==> config.mk <==
export PLATFORM = sky130hd
export DESIGN_NAME = kbd_top
export DESIGN_NICKNAME = d
export VERILOG_FILES = /design/src/design/kbd_pkg.sv /design/src/design/kbd_top.sv /design/src/design/scan_to_key.sv /design/src/design/ps2_rx.sv
export VERILOG_INCLUDE_DIRS = /design/src /design/src/design
export SDC_FILE = /design/constraint.sdc
export NUM_CORES = 1
export LEC_CHECK = 0
export ABC_AREA = 1
export BUFFER_PORTS_ARGS = -buffer_cell sky130_fd_sc_hd__buf_2
export CAP_MARGIN = 20
export CORE_UTILIZATION = 55
export DETAILED_ROUTE_END_ITERATION = 8
export PLACE_DENSITY = 0.83
export SLEW_MARGIN = 30
export SYNTH_ARGS = -nofsm -noshare
export SYNTH_HDL_FRONTEND = slang
export SYNTH_SLANG_ARGS = --single-unit
==> constraint.sdc <==
create_clock -name clk -period 2.8 [get_ports clk]
set_clock_uncertainty 0.15 [all_clocks]
set_input_delay 0.42 -clock clk [delete_from_list [all_inputs] [get_ports clk]]
set_output_delay 0.42 -clock clk [all_outputs]
set_load 0.005 [all_outputs]
==> src/design/kbd_params.svh <==
`ifndef KBD_PARAMS_SVH
`define KBD_PARAMS_SVH

// consecutive equal ps2_clk samples before the filtered level flips
`define KBD_FILTER_LEN 8

// system clocks allowed between two filtered falling edges in a frame
`define KBD_RX_TIMEOUT 4000

// set-2 prefix bytes
`define KBD_BREAK_CODE 8'hf0
`define KBD_EXT_CODE   8'he0

`endif
==> src/design/kbd_pkg.sv <==
package kbd_pkg;

    // raw byte from the PS/2 receiver
    typedef logic [7:0] scan_byte_t;

    // machine key code, 0 is no key
    typedef logic [7:0] key_code_t;

    typedef enum logic [1:0] {
        RX_IDLE,   // waiting for start bit
        RX_DATA,   // eight data bits, lsb first
        RX_PARITY, // odd parity bit
        RX_STOP    // stop bit and frame check
    } rx_state_e;

    typedef enum logic [1:0] {
        PFX_NONE,
        PFX_EXT,      // e0 seen
        PFX_BREAK,    // f0 seen
        PFX_EXT_BREAK // e0 f0 seen
    } prefix_e;

endpackage

==> src/design/kbd_top.sv <==
`timescale 1ns/100ps

module kbd_top import kbd_pkg::*; (
    input  logic      clk,
    input  logic      rst_n,
    input  logic      ps2_clk,
    input  logic      ps2_data,
    output key_code_t key,
    output logic      frame_error
);

    logic       scan_ready; // one-cycle byte strobe
    scan_byte_t scan_code;

    ps2_rx ps2_rx_i (
        .clk         (clk),
        .rst_n       (rst_n),
        .ps2_clk     (ps2_clk),
        .ps2_data    (ps2_data),
        .scan_ready  (scan_ready),
        .scan_code   (scan_code),
        .frame_error (frame_error)
    );

    // key is a level, updated one cycle after scan_ready
    scan_to_key scan_to_key_i (
        .clk        (clk),
        .rst_n      (rst_n),
        .scan_ready (scan_ready),
        .scan_code  (scan_code),
        .key        (key)
    );

endmodule

==> src/design/scan_to_key.sv <==
`timescale 1ns/100ps

`include "kbd_params.svh"

module scan_to_key import kbd_pkg::*; (
    input  logic       clk,
    input  logic       rst_n,
    input  logic       scan_ready,
    input  scan_byte_t scan_code,
    output key_code_t  key
);

    prefix_e   prefix_q;
    key_code_t key_q;
    logic      is_ext;
    logic      is_break;

    // set-2 codes without prefix
    function automatic key_code_t base_key(input scan_byte_t code);
        case (code)
            8'h0d: return 8'd9;   // tab
            8'h29: return 8'd32;  // space
            8'h52: return 8'd39;  // '
            8'h7c: return 8'd42;  // kp *
            8'h79: return 8'd43;  // kp +
            8'h41: return 8'd44;  // ,
            8'h4e: return 8'd45;  // -
            8'h7b: return 8'd45;  // kp -
            8'h49: return 8'd46;  // .
            8'h71: return 8'd46;  // kp .
            8'h4a: return 8'd47;  // /
            8'h45: return 8'd48;  // 0
            8'h70: return 8'd48;  // kp 0
            8'h16: return 8'd49;
            8'h69: return 8'd49;
            8'h1e: return 8'd50;
            8'h72: return 8'd50;
            8'h26: return 8'd51;
            8'h7a: return 8'd51;
            8'h25: return 8'd52;
            8'h6b: return 8'd52;
            8'h2e: return 8'd53;
            8'h73: return 8'd53;
            8'h36: return 8'd54;
            8'h74: return 8'd54;
            8'h3d: return 8'd55;
            8'h6c: return 8'd55;
            8'h3e: return 8'd56;
            8'h75: return 8'd56;
            8'h46: return 8'd57;  // 9
            8'h7d: return 8'd57;  // kp 9
            8'h4c: return 8'd59;  // ;
            8'h55: return 8'd61;  // =
            8'h54: return 8'd91;  // [
            8'h5d: return 8'd92;  // backslash
            8'h5b: return 8'd93;  // ]
            8'h0e: return 8'd96;  // `
            8'h1c: return 8'd97;  // a
            8'h32: return 8'd98;
            8'h21: return 8'd99;
            8'h23: return 8'd100;
            8'h24: return 8'd101;
            8'h2b: return 8'd102;
            8'h34: return 8'd103;
            8'h33: return 8'd104;
            8'h43: return 8'd105;
            8'h3b: return 8'd106;
            8'h42: return 8'd107;
            8'h4b: return 8'd108;
            8'h3a: return 8'd109;
            8'h31: return 8'd110;
            8'h44: return 8'd111;
            8'h4d: return 8'd112;
            8'h15: return 8'd113;
            8'h2d: return 8'd114;
            8'h1b: return 8'd115;
            8'h2c: return 8'd116;
            8'h3c: return 8'd117;
            8'h2a: return 8'd118;
            8'h1d: return 8'd119;
            8'h22: return 8'd120;
            8'h35: return 8'd121;
            8'h1a: return 8'd122; // z
            8'h5a: return 8'd128; // enter
            8'h66: return 8'd129; // backspace
            8'h76: return 8'd140; // escape
            8'h05: return 8'd141; // F1
            8'h06: return 8'd142;
            8'h04: return 8'd143;
            8'h0c: return 8'd144;
            8'h03: return 8'd145;
            8'h0b: return 8'd146;
            8'h83: return 8'd147;
            8'h0a: return 8'd148;
            8'h01: return 8'd149;
            8'h09: return 8'd150;
            8'h78: return 8'd151;
            8'h07: return 8'd152; // F12
            default: return 8'd0; // shift, ctrl, caps and the rest
        endcase
    endfunction

    // codes that follow an e0 prefix
    function automatic key_code_t ext_key(input scan_byte_t code);
        case (code)
            8'h6b: return 8'd130; // left
            8'h75: return 8'd131; // up
            8'h74: return 8'd132; // right
            8'h72: return 8'd133; // down
            8'h6c: return 8'd134; // home
            8'h69: return 8'd135; // end
            8'h7d: return 8'd136; // page up
            8'h7a: return 8'd137; // page down
            8'h70: return 8'd138; // insert
            8'h71: return 8'd139; // delete
            8'h5a: return 8'd128; // keypad enter
            8'h4a: return 8'd47;  // keypad slash
            default: return 8'd0;
        endcase
    endfunction

    assign is_ext   = (prefix_q == PFX_EXT) || (prefix_q == PFX_EXT_BREAK);
    assign is_break = (prefix_q == PFX_BREAK) || (prefix_q == PFX_EXT_BREAK);

    always_ff @(posedge clk or negedge rst_n) begin
        if (!rst_n) begin
            prefix_q <= PFX_NONE;
            key_q    <= '0;
        end else if (scan_ready) begin
            if (scan_code == `KBD_EXT_CODE) begin
                prefix_q <= PFX_EXT;
            end else if (scan_code == `KBD_BREAK_CODE) begin
                if (prefix_q == PFX_NONE) begin
                    prefix_q <= PFX_BREAK;
                end else if (prefix_q == PFX_EXT) begin
                    prefix_q <= PFX_EXT_BREAK;
                end
            end else begin
                if (is_break) begin
                    key_q <= '0; // any release clears the word
                end else if (is_ext) begin
                    key_q <= ext_key(scan_code);
                end else begin
                    key_q <= base_key(scan_code);
                end
                prefix_q <= PFX_NONE;
            end
        end
    end

    assign key = key_q;

    a_prefix_cleared: assert property (
        @(posedge clk) disable iff (!rst_n)
        (scan_ready && scan_code != `KBD_EXT_CODE && scan_code != `KBD_BREAK_CODE)
            |=> (prefix_q == PFX_NONE)
    );

endmodule

==> src/design/ps2_rx.sv <==
`timescale 1ns/100ps

`include "kbd_params.svh"

module ps2_rx import kbd_pkg::*; (
    input  logic       clk,
    input  logic       rst_n,
    input  logic       ps2_clk,
    input  logic       ps2_data,
    output logic       scan_ready,
    output scan_byte_t scan_code,
    output logic       frame_error
);

    localparam int FILT_W = $clog2(`KBD_FILTER_LEN);
    localparam int TMR_W  = $clog2(`KBD_RX_TIMEOUT + 1);

    logic [1:0]        clk_sync;   // 2-flop synchronizers
    logic [1:0]        data_sync;
    logic [FILT_W-1:0] filt_cnt;
    logic              clk_filt;
    logic              clk_filt_prev;
    logic              fall_edge;
    logic              rx_bit;

    rx_state_e         state_q;
    logic [2:0]        bit_cnt;
    scan_byte_t        shift_q;
    logic              parity_acc;
    logic              start_ok;
    logic [TMR_W-1:0]  timer;
    logic              timeout;

    always_ff @(posedge clk or negedge rst_n) begin
        if (!rst_n) begin
            clk_sync  <= 2'b11; // lines idle high
            data_sync <= 2'b11;
        end else begin
            clk_sync  <= {clk_sync[0], ps2_clk};
            data_sync <= {data_sync[0], ps2_data};
        end
    end

    assign rx_bit = data_sync[1];

    // glitch filter on the clock line
    // level only follows after FILTER_LEN samples in a row that disagree with it
    always_ff @(posedge clk or negedge rst_n) begin
        if (!rst_n) begin
            filt_cnt      <= '0;
            clk_filt      <= 1'b1;
            clk_filt_prev <= 1'b1;
        end else begin
            clk_filt_prev <= clk_filt;
            if (clk_sync[1] == clk_filt) begin
                filt_cnt <= '0;
            end else if (filt_cnt == FILT_W'(`KBD_FILTER_LEN - 1)) begin
                filt_cnt <= '0;
                clk_filt <= clk_sync[1];
            end else begin
                filt_cnt <= filt_cnt + 1'b1;
            end
        end
    end

    assign fall_edge = clk_filt_prev & ~clk_filt;

    // gap timer between edges, idle keeps it cleared
    always_ff @(posedge clk or negedge rst_n) begin
        if (!rst_n) begin
            timer <= '0;
        end else if (state_q == RX_IDLE || fall_edge) begin
            timer <= '0;
        end else if (timer != TMR_W'(`KBD_RX_TIMEOUT)) begin
            timer <= timer + 1'b1;
        end
    end

    assign timeout = (state_q != RX_IDLE) && !fall_edge &&
                     (timer == TMR_W'(`KBD_RX_TIMEOUT));

    always_ff @(posedge clk or negedge rst_n) begin
        if (!rst_n) begin
            state_q     <= RX_IDLE;
            bit_cnt     <= '0;
            parity_acc  <= 1'b0;
            start_ok    <= 1'b0;
            scan_ready  <= 1'b0;
            frame_error <= 1'b0;
        end else begin
            scan_ready  <= 1'b0; // pulses by default
            frame_error <= 1'b0;
            if (timeout) begin
                state_q     <= RX_IDLE; // drop the partial frame
                frame_error <= 1'b1;
            end else if (fall_edge) begin
                case (state_q)
                    RX_IDLE: begin
                        start_ok   <= ~rx_bit; // checked with the stop bit
                        parity_acc <= 1'b0;
                        bit_cnt    <= '0;
                        state_q    <= RX_DATA;
                    end
                    RX_DATA: begin
                        parity_acc <= parity_acc ^ rx_bit;
                        bit_cnt    <= bit_cnt + 1'b1;
                        if (bit_cnt == 3'd7) begin
                            state_q <= RX_PARITY;
                        end
                    end
                    RX_PARITY: begin
                        parity_acc <= parity_acc ^ rx_bit;
                        state_q    <= RX_STOP;
                    end
                    RX_STOP: begin
                        // odd parity means the running xor ends at 1
                        if (start_ok && parity_acc && rx_bit) begin
                            scan_ready <= 1'b1;
                        end else begin
                            frame_error <= 1'b1;
                        end
                        state_q <= RX_IDLE;
                    end
                    default: state_q <= RX_IDLE;
                endcase
            end
        end
    end

    // data shifter, lsb arrives first
    always_ff @(posedge clk) begin
        if (fall_edge && state_q == RX_DATA) begin
            shift_q <= {rx_bit, shift_q[7:1]};
        end
    end

    assign scan_code = shift_q; // held stable until the next frame

    a_pulses_exclusive: assert property (
        @(posedge clk) disable iff (!rst_n)
        !(scan_ready && frame_error)
    );

    a_ready_one_cycle: assert property (
        @(posedge clk) disable iff (!rst_n)
        scan_ready |=> !scan_ready
    );

    a_error_one_cycle: assert property (
        @(posedge clk) disable iff (!rst_n)
        frame_error |=> !frame_error
    );

endmodule

### Word level (Yosys, flattened, before mapping)

Memory sizes are Yosys's and may differ from the RTL's. A register that Yosys moved wholly into a read port is not among the register bits.
Index checks and enable logic that the tools add are counted.

| storage, ports and cells | value |
|---|---|
| bits in registers | 48 |
| bits in read-only memories | 2048 |
| input port bits | 4 |
| output and inout bits | 9 |
| logic and storage cells | 104 |
| memories | 1 |

Memory list:

| memory | words | width | read ports | clocked after memory_dff | wr ports | RTL line | RTL |
|---|---|---|---|---|---|---|---|
| (no name shown) | 256 | 8 | 1 | 1 | 0 | scan_to_key.sv:20 | `case (code)` |

| cells by class | value |
|---|---|
| $add $sub $neg | 3 |
| equal/unequal tests | 27 |
| mux-type cells | 26 |
| bitwise logic cells | 8 |
| reductions and logical operators | 24 |

Operators by type and width:

| operator | number |
|---|---|
| $eq A8 B7 Y1 const B | 12 |
| $pmux W8 S12 | 1 |
| $mux W12 | 2 |
| $mux W8 | 3 |
| $eq A8 B8 Y1 const B | 2 |
| $mux W2 | 7 |
| $add A12 B1 Y12 const B | 1 |
| $eq A12 B12 Y1 const B | 1 |
| $ne A12 B12 Y1 const B | 1 |
| $reduce_and A3 Y1 | 4 |
| $reduce_bool A2 Y1 | 5 |
| $eq A2 B2 Y1 const B | 4 |
| $mux W1 | 8 |
| $pmux W2 S4 | 1 |
| $add A3 B1 Y3 const B | 2 |
| $eq A3 B3 Y1 const B | 2 |
| $mux W3 | 2 |
| $not A1 Y1 | 6 |
| $pmux W3 S2 | 1 |
| $reduce_and A2 Y1 | 3 |
| $logic_and A1 B1 Y1 | 5 |
| $eq A2 B1 Y1 const B | 2 |
| $logic_not A2 Y1 | 2 |
| $ne A4 B2 Y1 const B | 1 |
| 8 further kinds | 10 |

### Logic depth before layout (Yosys ltp)

Gate-level depths: netlist (run 1).

| depth | value |
|---|---|
| word-level depth | 7 |
| depth in mapped cells | 20 |
| gate-level depth less buffers | 18 |

### By module

A second synthesis (run 1) with hierarchy kept.

| unflattened totals | value |
|---|---|
| cell total of the unflattened synthesis | 556 |
| area, all modules | 3863.7 um^2 |

By module, submodules not included:

| module | times used | cells each | area each (um^2) | seq. area each (um^2) |
|---|---|---|---|---|
| scan_to_key | 1 | 348 | 2000.7 | 250.2 |
| ps2_rx | 1 | 208 | 1863.0 | 998.5 |

### Least setup slack after synthesis (run 1)

No wires, ideal clock.

| path | value |
|---|---|
| path type | register to register |
| start | register ps2_rx_i.state_q[1] |
| end | register with a tool-made name |
| setup time | 0.116 ns |
| arrival time | 2.151 ns |
| data required time | 2.534 ns |
| path slack | 0.383 ns |
| stages on the path, launching flop included | 18 |
| period minus slack after synthesis | 2.417 ns |
| path through | dfrtp_1 inv_1 ha_1 buf_4 nand3_2 buf_2 o21ai_2 ha_1 nand3_1 nand2_1 nand2_1 nand3_1 nand2_1 nand3_1 nand2_1 nand2_1 nand2_1 nand2_1 |

RTL lines:

| element | RTL line | RTL |
|---|---|---|
| start, declared | ps2_rx.sv:26 | `rx_state_e state_q;` |
| start signal, assigned | ps2_rx.sv:84 | `state_q <= RX_IDLE;` |
| start signal, assigned | ps2_rx.sv:94 | `state_q <= RX_IDLE;` |
| start signal, assigned | ps2_rx.sv:102 | `state_q <= RX_DATA;` |

==> results.txt, run 1 <==
The flow ran to the end, and the final reports show no timing, DRC or antenna violations. The class of the worst hold path was in -> reg. The total grt overflow is 0, and the largest vdd supply drop is 0.5082 mV. In this run the mean area of a mapped cell was 6.849 sq um.

After layout, the design draws a total of 2.961 mW. The logs give 30 for the row count and 57.55% for the starting density of the core. Reg-to-reg critical path startpoint: ps2_rx_i.state_q[1].

For this run, the total global-route usage over all layers was measured as 32.89%. Setup violations remaining at the end of the flow were counted as 0. The average vias per placed instance was 5.844. Timing would allow up to 382.2 MHz. Synthesis produced 574 cells. Counting the fill cells in the layout gives 612. The number of buffers inserted by port buffering came out at 12. Number of nets in the final layout: 632. Dividing total power by cell area gives a power density of 676.2 nW/um^2. Setup total negative slack on the finished layout was measured at 0 ns. By area, the combinational part of the netlist is dominated by simple AND/OR/NAND/NOR gates.

The residual DRC count was 0. TritonCTS built the clock tree. The number of slew-limit violations in the final report is 0, and the area of the die is 7490 sq um. For the worst-skew pair, the clock arrives at the later sink with an insertion delay of 0.33 ns. The tools report the number of buffers on the longest clock path as 2. The worst setup path is captured at a register.

The number of nets in the synthesized netlist is 598. Measured on the finished design, the core utilization comes to 64.10%. Setup repair after global routing left no endpoint under its margin. Number of storage elements in the synthesis netlist: 56.

For the pin with the worst max-slew slack, the measured transition is 0.7479 ns. The met1 track demand over resource is 40.78%, and the clock slew at the register clock pins of the worst setup and hold paths is 0.11 ns. Cell internal power was estimated by the tool at 1.687 mW. The area growth from synthesis to layout is 11.39%.

The logs give 3910 for the via count of the first global-routing pass and 3931 sq um for the netlist area before placement. The first global-routing pass estimated 18750 um of wire. The tools report the clock share of power as 18.7%. The run gives 2240 sq um as the footprint of the multi-input gates. CTS built an H-tree with a depth of 2. The horizontal die dimension is 86.55 um, and the share of cells above drive strength 1 is 13.46%.

Data on the critical path is required at its endpoint by 2.87 ns. Clock tree synthesis selected as its root buffer the cell sky130_fd_sc_hd__clkbuf_8. The global-route track usage on met2 is 53.10%, and the final critical path time including I/O delays and setup is 2.617 ns. Height of the die: 86.55 um.

Among the stages of the critical path, the cell type that occurs most often is sky130_fd_sc_hd__nand2_1. The final-report hold violation count was 0. After Yosys synthesis, XOR and XNOR cells account for 0.2228% of the synthesized area. The share of the Yosys chip area taken by registers is 35.84%. The synthesized netlist devotes 11.65% of its cell area to compound gates. The logs give 1409 sq um for the area occupied by registers and 49.96% for the worst slew margin relative to its limit. Sequential cells burn 36.1% of the power. Once detailed placement completed, the half-perimeter wirelength came to 8704 um. The number of sinks on the clock net was 56; the number of warnings printed during yosys synthesis was 0.

The total net switching power was 1.274 mW. The signal on the critical path passes through inv_1 > ha_4 > nand3_4 > nand2_1 > o21ai_4 > buf_4 > ha_1 > nand2_2 > nand2_1 > nand2_1 > nand2_1 > nand2_1 > nand2_1 > nor2_1 > nor2_1 > nand2_1 > nand2_1. In this run, the combinational gates consume 45.2% of the power.

The fraction of power spent switching nets was 43.02%; the TritonCTS buffer count was 5. Across the run, the number of max-cap violations was 0. At the worst endpoint, the arrival time is 2.68 ns. Yosys mapped the design onto 38 distinct sky130hd cell types. After synthesis, the share of cell area in mux cells is 0%.

The placer's final routability congestion estimate was 1.109; the total setup buffers inserted after CTS was 0. The repair_antennas step left the layout with diodes totalling 0. STA classifies the critical path startpoint as a register. After detailed routing, the average wire length per cell comes to 16.14 um.

After detailed routing, the total wire length is 11380 um. Of all nets on the critical path, the largest fanout is 10. Entering global routing, the biggest net connects 41 pins.

The detail route stage leaves a number of antenna-violating nets equal to 0. The worst path uses 93.45% of the clock period. On the worst path, the slowest cell contributes a delay of 0.43 ns.

For this design the top-level I/O count stands at 13. The busiest metal layer after global routing was met2. The static leakage came out at 2.212 nW. The critical path starts at ps2_rx_i.state_q[1]. Number of antenna violations at the first check in global routing: 0. The share of synthesized cell area in and, or, nand and nor gates works out to 37.52%. For the detailed-route via count, the log shows 4120.

The first routing iteration left 462 violations. The arithmetic-cell share of the synthesized area counting full adders, half adders and majority gates works out to 6.365%. Critical hold path startpoint: ps2_clk. Global routing used 5.429% of the available met3 tracks. The setup path with the least slack is of type reg -> reg. For the core footprint, the log shows 6832 sq um. The critical path's slowest cell is sky130_fd_sc_hd__dfrtp_1.

For this run, the detailed router's first-pass iteration total came to 7.
## per-layer routing
layer | vias up | part of all wire, %
met4 | 0 | 5.9
li1 | 1956 | -
met2 | 236 | 47
met3 | 59 | 7.0
met1 | 1869 | 40
met5 | - | 0
## cell type report
class                           instances  share of cell area (%)
Tap cell                               96                   2.743
Multi-Input combinational cell        447                   51.14
Clock inverter                          2                  0.8857
Clock buffer                            6                   1.657
Timing Repair Buffer                   41                   6.457
Inverter                               57                   4.943
Sequential cell                        56                   32.17
## synth_stat cells (all sizes together)
library cell | number | area, sq um
nor2 | 69 | 274.0
o21ai | 36 | 199.0
nand3 | 54 | 275.3
nor4 | 3 | 18.77
edfxtp | 8 | 240.2
nand2 | 186 | 715.7
o22ai | 1 | 6.260
a31oi | 1 | 6.260
nand4 | 16 | 100.1
a211oi | 2 | 15.01
xnor2 | 1 | 8.760
o31ai | 1 | 7.510
buf | 13 | 110.1
dfstp | 6 | 157.7
nor3b | 2 | 15.01
o211ai | 5 | 37.54
dfxtp | 8 | 160.2
nor3 | 11 | 55.05
nor4b | 1 | 8.760
clkbuf | 1 | 3.750
o2111ai | 1 | 8.760
ha | 20 | 250.2
dfrtp | 34 | 850.8
o21a | 1 | 7.510
a21oi | 34 | 170.2
or2 | 2 | 12.51
inv | 57 | 216.5
## kinds of logic after synthesis
kind of cell    count (synthesis)
simple gates                  344
compound gates                 82
buf+inv                        71
flops                          56
fa+ha+maj                      20
xor+xnor                        1
## path summary, 6_finish.rpt
path	to	slack, ns	cells past startpoint
min	ps2_rx_i.clk_sync[0]	0.03	1
min reg2reg	ps2_rx_i.data_sync[1]	0.21	0
max	register	0.18	17
min in group asynchronous	scan_to_key_i.key[6]	0.44	2
max in group asynchronous	ps2_rx_i.clk_sync[1]	1.67	2
max reg2reg	register	0.18	17
## power groups by stage
stage / Clock (mW) / Combinational (mW) / Sequential [mW]
after floorplan: 0 / 0.907 / 1.05
after global placement: 0 / 1.25 / 1.07
after detailed placement: 0 / 1.27 / 1.08
after CTS: 0.561 / 1.28 / 1.06
after global routing: 0.585 / 1.49 / 1.08
final: 0.555 / 1.34 / 1.07
## metrics by stage
step / cells / hold WS, ns / setup slack (ns) / instance area, sq um
CTS: 704 / 0.02521 / 0.1436 / 4319
global route: 705 / 0.02844 / 0.04852 / 4379
detailed placement: 696 / 0.2014 / 0.1685 / 4208
finish: 705 / 0.02631 / 0.1834 / 4379
global placement: 696 / 0.1970 / 0.1865 / 4208
floorplan: 574 / -0.02559 / 0.3830 / 3931
## critical path: cells and delay by family, from the launching register on
family / cells / cell delay, ns
AO/OA/AOI/OAI: 1 / 0.09
buffers and inverters: 2 / 0.31
AND/OR/NAND/NOR: 12 / 1.15
flip-flops: 1 / 0.43
adder cells (fa/ha/maj): 2 / 0.39
## cells in the final DEF (no fill, tap or decap), types with 16 or more instances in the layout
cell	instances
sky130_fd_sc_hd__nand2_1	178
sky130_fd_sc_hd__nand4_1	16
sky130_fd_sc_hd__a21oi_1	34
sky130_fd_sc_hd__buf_4	29
sky130_fd_sc_hd__nor2_1	62
sky130_fd_sc_hd__o21ai_0	27
sky130_fd_sc_hd__ha_1	17
sky130_fd_sc_hd__dfrtp_1	34
sky130_fd_sc_hd__nand3_1	53
sky130_fd_sc_hd__inv_1	52
## what timing repair did
action,in CTS,in global routing
hold buffers,0,1
gates resized for setup,0,13
setup endpoints to repair,0,7
endpoints found under the hold margin,0,34
No activity file was read; power rests on OpenSTA's default activity.
==> inputs of run 2 (changes only) <==
--- a/config.mk
+++ b/config.mk
@@ -9,9 +9,9 @@
 export ABC_AREA = 1
 export BUFFER_PORTS_ARGS = -buffer_cell sky130_fd_sc_hd__buf_2
 export CAP_MARGIN = 20
-export CORE_UTILIZATION = 55
+export CORE_UTILIZATION = 41
 export DETAILED_ROUTE_END_ITERATION = 8
-export PLACE_DENSITY = 0.83
+export PLACE_DENSITY = 0.68
 export SLEW_MARGIN = 30
 export SYNTH_ARGS = -nofsm -noshare
 export SYNTH_HDL_FRONTEND = slang
==> run 2 against run 1 <==
  * Sequential power hardly changed
  * Register-to-register slack hardly changed
  * Clock power is 21% lower
  * Hold slack better by 0.024 ns
  * Total power is 4.5% lower
  * Combinational power hardly changed
  * Via count is 3.5% lower
  * First-iteration DRC count is 21% lower
  * Maximum frequency is 0.23% lower
  * Largest power group unchanged
  * Highest routed layer unchanged
==> results.txt, run 2 (synthesis results as in run 1) <==
The number of buffers on the longest clock path came out at 2 (unchanged). The tools report the via count of the first global-routing pass as 3630 (-7.2%). The logs give 0 (unchanged) for the residual DRC count and 0 (unchanged) for the count of nets left with antenna violations after detail routing. The register-to-register setup slack is 0.18 ns (about the same). The critical path depth in cells was 15 (-2); the number of antenna violations at the first check in global routing was 0 (unchanged). The overall global routing resource usage was 22.87% (-10 points); the core footprint was 9284 sq um (+36%).

For the number of non-filler instances in the completed layout, the log shows 743 (+5.4%). The setup violation total in the final timing report came out at 0 (unchanged). The fmax is 381.3 MHz (-0.23%). The worst slew margin relative to its limit is 52.29% (+2.3 points), and the area added between synthesis and finish is 12.16%. The most prevalent standard cell on the critical path is sky130_fd_sc_hd__nand2_1. The detailed-route via count is 3976 (-3.5%).

The clock root buffer is sky130_fd_sc_hd__clkbuf_8. The cell class contributing the biggest share of worst-path delay is simple AND/OR/NAND/NOR gates. The utilization after layout was 47.49% (-17 points); the instance count after placement with tap cells included was 734 (+5.5%). The path class of the tightest hold or removal check is in -> reg.

On the critical path, the stage with the largest delay is an instance of sky130_fd_sc_hd__dfrtp_1. The biggest fanout along the worst timing path is 7 (-3). For the TritonCTS buffer count, the log shows 5 (unchanged).

The logs give 2.829 mW (-4.5%) for the post-layout total power and 8660 um (-0.50%) for the sum of net half-perimeters after detailed placement. The post-route fraction of the period consumed by the critical path was 93.67% (+0.22 points). The max-cap check violation count is 0 (unchanged), and the antenna diode instance count is 0 (unchanged). The row count is 35 (+17%). The largest vdd supply drop was 0.2872 mV (-43%). The final-report hold violation count came out at 0 (unchanged). The final critical path time including I/O delays and setup works out to 2.623 ns (+0.006024 ns). The clock slew at the register clock pins of the worst setup and hold paths came out at 0.10 ns (about the same). The tools report the starting density of the core as 42.35% (-15 points). The number of buffers inserted by port buffering is 12 (unchanged), and the number of sinks on the clock net is 56 (unchanged). The fill cell total of the finished layout came out at 948 (+55%). The placer's final routability congestion estimate was 1.016 (-8.4%); the height of the die was 99.92 um (+15%).

The number of H-tree levels is 2 (unchanged). The top cell types in the final layout, fill and taps aside, are 179 x sky130_fd_sc_hd__nand2_1, 65 x sky130_fd_sc_hd__nor2_1, 54 x sky130_fd_sc_hd__inv_1. The routed wirelength normalized by instance count is 14.81 um (-8.3%).

The data arrival time of the worst path was 2.67 ns (about the same); the iteration count of the initial detailed-routing pass was 5 (-2). Static leakage: 2.230 nW (+0.83%). The horizontal die dimension was 99.92 um (+15%). For the clock latency on the worst-skew pair, the log shows 0.31 ns (-0.02 ns). For the data required time of the worst path, the log shows 2.85 ns (-0.02 ns).

TritonCTS built the clock tree. The post-detailed-placement cell area was 4287 sq um (+1.9%); the delay of the slowest cell on the worst path was 0.43 ns (about the same). The tools report the post-route cell area as 4409 sq um (+0.69%).

The critical path goes through inv_1 > ha_2 > buf_4 > nand4_1 > nand2_2 > inv_1 > ha_1 > nand2_2 > nand2_1 > a21oi_1 > nor2_1 > nor2_1 > nand2_1 > nand2_1 > nand2_1. For the worst path setup slack after routing, the log shows 0.1774 ns (-0.006024 ns). Cell depth of the worst flop-to-flop path: 15 (-2). The average vias per placed instance works out to 5.351 (-8.4%). The logs give 0.1155 ns (-0.05305 ns) for the worst slack at placement and 13 (unchanged) for the I/O pin count.

The total detailed-routing wirelength is 11000 um (-3.3%). Most common cell after layout, fill and taps aside: sky130_fd_sc_hd__nand2_1. The pin count of the biggest net entering global routing was 41 (unchanged). STA classifies the critical path startpoint as a register. The worst-case hold slack is 0.04984 ns (+0.02353 ns). Total grt overflow: 0 (unchanged). The total negative setup slack is 0 ns (unchanged).

The startpoint-to-endpoint class of the critical path is reg -> reg. The transition time of the tightest slew-check pin works out to 0.7130 ns (-0.03487 ns). The share of cells above drive strength 1 is 13.19% (-0.27 points). The areal power density over the cells was 641.7 nW/um^2 (-5.1%); the violation count after the first detailed-routing iteration was 366 (-21%).

The run finished with clean final reports. The number of nets in the final layout is 637 (+0.79%). The first-pass GRT wire length was 17970 um (-4.1%); the area of the die was 9984 sq um (+33%). The total setup buffers inserted after CTS was 0 (unchanged). The number of cells on the worst hold path works out to 1 (unchanged). STA classifies the critical path endpoint as a register. The buffer and inverter count on the worst path works out to 3 (+1).

The number of slew-limit violations in the final report was 0 (unchanged).
[run 2: layout make-up]
| type | count | area, sq um | share of cell area [%] |
|---|---|---|---|
| Multi-Input combinational cell | 447 | 2216 | 50.26 |
| Sequential cell | 56 | 1409 | 31.95 |
| Timing Repair Buffer | 46 | 320.3 | 7.264 |
| Inverter | 57 | 216.5 | 4.909 |
| Tap cell | 129 | 161.4 | 3.661 |
| Clock buffer | 5 | 68.82 | 1.561 |
| Clock inverter | 3 | 17.52 | 0.3973 |
[run 2: final timing paths]
check                                          start                     to
worst max-delay path             ps2_rx_i.state_q[1]               register
worst min-delay path                        ps2_data  ps2_rx_i.data_sync[0]
worst max register to register   ps2_rx_i.state_q[1]               register
worst min register to register  ps2_rx_i.clk_sync[0]   ps2_rx_i.clk_sync[1]
max in group asynchronous                      rst_n   ps2_rx_i.clk_sync[0]
min in group asynchronous                      rst_n   scan_to_key_i.key[0]
[run 2: per-layer routing]
metal	track usage [%]	part of all wire [%]	up-vias
li1	-	-	1969
met2	37.19	46	141
met5	0	0	-
met4	9.842	3.5	0
met1	30.24	44	1832
met3	3.552	5.9	34
[run 2: power by group]
part / total, mW / internal, mW / switching [mW]
registers: 1.07 / 0.965 / 0.103
logic: 1.33 / 0.458 / 0.868
clock network: 0.436 / 0.175 / 0.261
[run 2: what timing repair did]
action                                 4_1_cts  5_1_grt
setup endpoints to repair                    0        3
gates resized for setup                      0        5
endpoints found under the hold margin        0       34
hold buffers                                 0        1
